[config.mk]
export PLATFORM = sky130hd
export DESIGN_NAME = tile_map_stage
export DESIGN_NICKNAME = d
export VERILOG_FILES = /design/src/logic/screen_geom_pkg.sv /design/src/logic/tile_map_stage.sv
export VERILOG_INCLUDE_DIRS = /design/src /design/src/logic
export SDC_FILE = /design/constraint.sdc
export NUM_CORES = 1
export LEC_CHECK = 0
export ABC_CLOCK_PERIOD_IN_PS = 1100
export BUFFER_PORTS_ARGS = -buffer_cell sky130_fd_sc_hd__clkbuf_2
export CORE_ASPECT_RATIO = 0.75
export CORE_MARGIN = 5
export CORE_UTILIZATION = 40
export DETAILED_ROUTE_END_ITERATION = 10
export GPL_ROUTABILITY_DRIVEN = 0
export HOLD_SLACK_MARGIN = 0.08
export PLACE_DENSITY = 0.7
export SETUP_SLACK_MARGIN = 0.4
export SLEW_MARGIN = 40
export SYNTH_ARGS = -nofsm -noshare
export SYNTH_HDL_FRONTEND = slang
export SYNTH_SLANG_ARGS = --single-unit
[constraint.sdc]
create_clock -name clock_50 -period 1.1 [get_ports clock_50]
set_input_delay 0.165 -clock clock_50 [delete_from_list [all_inputs] [get_ports clock_50]]
set_output_delay 0.165 -clock clock_50 [all_outputs]
set_load 0.05 [all_outputs]
[src/logic/tile_renderer_params.svh]
`ifndef TILE_RENDERER_PARAMS_SVH
`define TILE_RENDERER_PARAMS_SVH

// tile geometry
`define TILE_SIZE 32
`define TILE_BITS 5

// playfield map, 640x480 screen in 32x32 tiles
`define MAP_COLS 20
`define MAP_ROWS 15

// pixel coordinate width, 0..639 fits
`define COORD_W 10
`define TILE_IDX_W (`COORD_W - `TILE_BITS) // tile column / row part of a coordinate

// one colour channel
`define COLOR_W 8

// tile codes and sprite colour codes share this width
`define CODE_W 3

`endif

[src/logic/screen_geom_pkg.sv]
`include "tile_renderer_params.svh"

package screen_geom_pkg;

	// pixel position inside one tile
	typedef logic [`TILE_BITS-1:0] tile_offset_t;

	// a coordinate is either a plain pixel count or a tile index plus offset
	// the low TILE_BITS bits are the offset since tiles are a power of two
	typedef union packed {
		logic [`COORD_W-1:0] value;
		struct packed {
			logic [`TILE_IDX_W-1:0] tile;
			tile_offset_t offset;
		} split;
	} screen_coord_u;

	// codes as written in the map, values 4, 5 and 7 have no pattern
	typedef enum logic [`CODE_W-1:0] {
		TILE_WALL = 3'd0,
		TILE_PATH = 3'd1,
		TILE_ROBOT = 3'd2,
		TILE_LITTER = 3'd3,
		TILE_BLACK = 3'd6
	} tile_code_e;

endpackage

[src/logic/tile_map_stage.sv]
`timescale 1ns/1ps
`include "tile_renderer_params.svh"

module tile_map_stage import screen_geom_pkg::*; (
	input logic clock_50,
	input logic arst_n,
	input logic video_on,
	input screen_coord_u pix_x,
	input screen_coord_u pix_y,
	output tile_code_e tile_code,
	output tile_offset_t offset_x,
	output tile_offset_t offset_y,
	output logic video_on_d
);

	logic [0:`MAP_COLS*`CODE_W-1] map_row; // column 0 in the leftmost octal digit
	logic [6:0] col_base; // bit position of the column's code in map_row
	logic in_map;
	tile_code_e tile_code_next;

	// fixed playfield with one octal digit per tile
	always_comb begin
		case (pix_y.split.tile)
			5'd0: map_row = 60'o0000_0000_0111_1110_0000;
			5'd1: map_row = 60'o0000_0000_0100_0010_0000;
			5'd2: map_row = 60'o0000_0100_0300_0011_1111;
			5'd3: map_row = 60'o0000_0111_1100_0000_0000;
			5'd4: map_row = 60'o0000_0100_0100_0000_1111;
			5'd5: map_row = 60'o0000_0100_0100_0111_1000;
			5'd6: map_row = 60'o1111_1100_0411_1100_0000;
			5'd7: map_row = 60'o1001_1100_0000_1011_1111;
			5'd8: map_row = 60'o2000_0100_0000_1001_0000;
			5'd9: map_row = 60'o6001_1111_1101_1511_0000;
			default: map_row = '0; // rows 10 to 14 are all wall
		endcase
	end

	assign col_base = 7'(pix_x.split.tile) * 7'(`CODE_W);
	assign in_map = (pix_x.split.tile < `MAP_COLS) && (pix_y.split.tile < `MAP_ROWS);

	// off-map coordinates fall back to wall
	always_comb begin
		if (in_map)
			tile_code_next = tile_code_e'(map_row[col_base +: `CODE_W]);
		else
			tile_code_next = TILE_WALL;
	end

	always_ff @(posedge clock_50 or negedge arst_n) begin
		if (!arst_n) begin
			tile_code <= TILE_WALL;
			offset_x <= '0;
			offset_y <= '0;
			video_on_d <= 1'b0;
		end else begin
			tile_code <= tile_code_next;
			offset_x <= pix_x.split.offset;
			offset_y <= pix_y.split.offset;
			video_on_d <= video_on;
		end
	end

endmodule

## Word level (Yosys, flattened, before mapping)

Memory sizes are Yosys's and may differ from the RTL's.
Index checks and enable logic that the tools add are counted.

- Register bits: 14
- ROM bits: 400
- Input port bits: 23
- Logic and storage cells: 13
- Memories kept: 1

Memory list:

| name | depth | bits a word | read ports | clocked after Yosys merged registers in | wr ports | RTL line | text |
|---|---|---|---|---|---|---|---|
| (name not given) | 16 | 25 | 1 | 0 | 0 | tile_map_stage.sv:23 | `case (pix_y.split.tile)` |

- Multiply operators: 1
- Magnitude comparators: 2
- Shift operators: 1
- Mux-type cells: 2
- Bitwise logic cells: 1
- Reductions and logical operators: 1

Operator list:

| operator | number |
|---|---|
| 60-bit by 8-bit indexed part select with 61-bit output | 1 |
| 60-bit two-way mux | 1 |
| 7-bit NOT with 8-bit output | 1 |
| 5-bit by 2-bit multiplier with 7-bit output (second input constant) | 1 |
| 5-bit by 4-bit < comparator with 1-bit output (second input constant) | 1 |
| 5-bit < comparator (second input constant) | 1 |
| 3-bit two-way mux | 1 |
| 1-bit logical AND | 1 |

## Longest topological paths before layout

- Word-level depth: 4
- Depth in mapped cells: 10
- Gate-level depth less buffers: 9

## Worst setup path before layout

Ideal clock, no wire load.

- Kind: input to register
- Start point: input pix_x[5] (netlist name)
- End point: register tile_code[1]
- Library setup time: 101 ps
- Data arrival time: 2015 ps
- Path slack: -1016 ps
- Cell stages on the path: 10
- Buffers on the path: 1
- Cells stage by stage: ha_1 > inv_1 > fa_1 > buf_2 > nand2b_1 > o2bb2ai_1 > a21oi_1 > a211o_1 > o311a_1 > nor4_1

- Word-level cells in the longest chain between the ends: 4

RTL lines:

| element | RTL line | text |
|---|---|---|
| start, declared | tile_map_stage.sv:8 | `input screen_coord_u pix_x,` |
| 5-bit by 2-bit multiplier with 7-bit output | tile_map_stage.sv:38 | `` assign col_base = 7'(pix_x.split.tile) * 7'(`CODE_W); `` |
| 7-bit NOT with 8-bit output | tile_map_stage.sv:44 | `` tile_code_next = tile_code_e'(map_row[col_base +: `CODE_W]); `` |
| 60-bit by 8-bit indexed part select with 61-bit output | tile_map_stage.sv:44 |  |
| 3-bit two-way mux * | tile_map_stage.sv:43 | `if (in_map)` |
| via tile_code_next[1] | tile_map_stage.sv:19 | `tile_code_e tile_code_next;` |
| end signal, assigned | tile_map_stage.sv:56 | `tile_code <= tile_code_next;` |
| end, declared | tile_map_stage.sv:10 | `output tile_code_e tile_code,` |

Mark *: on every way through the listed nets, which the timed path passes. The rest lies on a longest branch.

## Worst setup path in the final report

- Start point: input pix_x[5] (netlist name)
- End point: register tile_code[2]

Same word-level chain as after synthesis.

==> results_dict.tcl <==
set metrics [dict create \
    critPathLaunch "pix_x[5]" \
    hold_path.class "in2reg" \
    outcome "complete, but fails checks" \
    cp_max_fo 6 \
    cts_buffer_depth 2 \
    synthCells 216 \
    port_buffers 36 \
    power.share.combinational_pct 59.5 \
    fin_area_mm2 0.003022 \
    grt_pass1_wl_um 11230 \
    die_h_um 67 \
    setup_viol 3 \
    critPathCaptureType "flip-flop" \
    synth_cell_types 66 \
    clk_pin_slew_ps 60 \
    max_freq_mhz 467.9 \
    syn_area_mm2 0.001733 \
    cts_made_buffers 3 \
    rows 20 \
    vias 2263 \
    ys.flop_type "dfrtp_1" \
    drive_above_1_share_pct 48.14 \
    hold_path_end "offset_y[1]$_DFF_PN0_" \
    syn-num-nets 252 \
    hold_violations 0 \
    leakage_nw 1.362 \
    period_minus_slack_ps 2137 \
    avgSynthCellArea_um2 8.023 \
    antenna_found_initial 0 \
    use_met3_pct 3.956 \
    place_hpwl_um 4524 \
    violations "setup timing" \
    setup_ws_ps -1037 \
    root_buffer "clkbuf_8" \
    fin_crit_sh_pct 194.3 \
    slew_headroom_pct 53.78 \
    grt_pass1_vias 2186 \
    drt_iter0_drc 215 \
    nets 359 \
    ys_top_cells_by_area "dfrtp_1 (20%), ha_1 (8.7%), nor2_1 (4.1%), nand2b_1 (3.6%), nand2_1 (3.2%)" \
    yosysSeqAreaShare_pct 20.22 \
    fin_cells 377 \
    antenna_left 0 \
    required_ps 1230 \
    powerDensity_mw_per_mm2 894.4 \
    route.detailed.drc 0 \
    min-delay-start "pix_y[1]" \
    routed_via_density 6.003 \
    core_mm2 0.004129 \
    vdd_drop_max_uv 808.0 \
    place_area_mm2 0.002464 \
    met2_usage_pct 43.75 \
    critical_path_arrival_ps 2260 \
    die_w_um 86 \
    clkPwrFrac_pct 19.2 \
    grt_max_degree 25 \
    switching_share_pct 39.76 \
    wl_per_cell_um 19.69 \
    start_util_pct 41.97 \
    ys_async_sr_fraction_pct 100.0 \
    synth_top_cell_area_share_pct 20.22 \
    synth_common_cells "nor2_1 (19), nand2_1 (15), dfrtp_1 (14), ha_1 (12), nand2b_1 (10)" \
    dp_cells 357 \
    area_growth_pct 74.37 \
    maxCapViolCount 0 \
    dieArea_mm2 0.005762 \
    first_pass_iters 5 \
    synth_area_leader_cell "dfrtp_1" \
    grtUsageMet1_pct 30.76 \
    yosys.cell_count.top_type "nor2_1" \
    cp-start-kind "input port" \
    num_antenna_cells 0 \
    ys_ff_latch 14 \
    grt_overflow 0 \
    drv_slew 0 \
    grt.total_usage_pct 25.48 \
    wl_um 7424 \
    grt_busiest_layer "met2" \
    ys_warn_count 0 \
    worst_pin_slew_ps 688.4 \
    grt_setup_unrepaired "yes" \
    power_mw 2.703 \
    critPathKind "in2reg" \
    whs_path_depth 2 \
    power_switching_mw 1.074 \
    synth_edf_count 0 \
    io_pins 37 \
    tritoncts "yes" \
    cts.htree.levels 1 \
    internal-power_mw 1.628 \
    seqPwrFrac_pct 21.4 \
    cts_sinks 14 \
]
## layout by cell type, fill, tap and decap left out, types with 3 or more instances in the layout
| cell | count |
|---|---|
| mux2i_1 | 3 |
| o21ai_0 | 6 |
| nor4_1 | 3 |
| nand2_1 | 15 |
| buf_8 | 3 |
| nor3_1 | 5 |
| a31oi_1 | 6 |
| clkbuf_2 | 19 |
| a211oi_1 | 3 |
| nand2b_1 | 9 |
| clkbuf_8 | 4 |
| nor2_1 | 17 |
| inv_1 | 7 |
| a211o_1 | 3 |
| clkbuf_16 | 13 |
| a21oi_1 | 8 |
| dlygate4sd3_1 | 11 |
| nand4_1 | 4 |
| nand3_1 | 8 |
| ha_1 | 11 |
| o22ai_1 | 3 |
| a221oi_2 | 4 |
| nor2b_1 | 3 |
| buf_4 | 69 |
| dfrtp_2 | 13 |
## registers in the layout, indices dropped and copies added, names as in the netlist
name	flops
tile_code	3
offset_x	5
video_on_d	1
offset_y	5
## power groups by stage
stage               Clock [mW]  Sequential, mW  Combinational, mW
floorplan                    0           0.682              0.688
global placement             0           0.566               1.27
detailed placement           0           0.567               1.29
CTS                      0.491           0.572               1.47
global route             0.546           0.578               1.69
finish                   0.518           0.578               1.61
## kinds of logic after synthesis
kind of cell             after synthesis  synth area share, %
flip-flops                            14                20.22
AND/OR/NAND/NOR                       86                26.79
AO/OA/AOI/OAI                         65                28.01
multiplexers                           5                3.466
buffers and inverters                 27                8.230
XOR/XNOR                               6                3.466
adder cells (fa/ha/maj)               13                9.819
## how the worst max path moves through the flow
stage / to / slack [ps] / depth (start not counted)
floorplan: tile_code[1]$_DFF_PN0_ / -880 / 9
global placement: tile_code[1]$_DFF_PN0_ / -1170 / 10
detailed placement: tile_code[1]$_DFF_PN0_ / -1230 / 10
CTS: tile_code[0]$_DFF_PN0_ / -900 / 11
global route: tile_code[1]$_DFF_PN0_ / -1080 / 10
finish: tile_code[2]$_DFF_PN0_ / -1040 / 12
## routing by layer
metal  routed length [um]  part of all wire (%)  vias up
met2                 3488                    47      157
li1                     -                     -     1022
met4                  425                   5.7        0
met3                  602                   8.1       37
met1                 2907                    39     1047
met5                    0                     0        -
## stage by stage
stage | TNS (ps) | hold slack [ps] | setup slack, ps | utilization [%]
after floorplan | -2523 | -130.6 | -881.2 | -
after global placement | -3423 | 73.91 | -1174 | 59.67
after detailed placement | -3567 | 74.72 | -1227 | 59.67
after CTS | -2606 | 358.6 | -900.8 | 71.82
after global routing | -3154 | 266.1 | -1079 | 73.18
final | -2962 | 274.5 | -1037 | 73.18
## critical path, stage by stage
cell	delay, ps
buf_8	100
ha_4	150
inv_2	50
fa_2	490
buf_6	170
nand2b_4	160
and3_4	190
buf_6	110
a221oi_2	250
a311oi_1	90
a31oi_1	220
o32ai_1	110
## final cells by class
type | instances | area, um2
Timing Repair Buffer | 120 | 1156
Clock buffer | 4 | 55.05
Tap cell | 55 | 68.82
Inverter | 9 | 33.78
Sequential cell | 14 | 366.6
Fill cell | 303 | 1107
Multi-Input combinational cell | 175 | 1341
## what timing repair did
| item | 4_1_cts | 5_1_grt |
|---|---|---|
| resized for setup | 50 | 13 |
| endpoints found under the hold margin | 25 | 0 |
| buffers inserted | 2 | 2 |
| endpoints found under the setup margin | 17 | 32 |
| hold buffers | 12 | 0 |
| pin swaps | 8 | 5 |
Power figures use the tool's default switching activity.
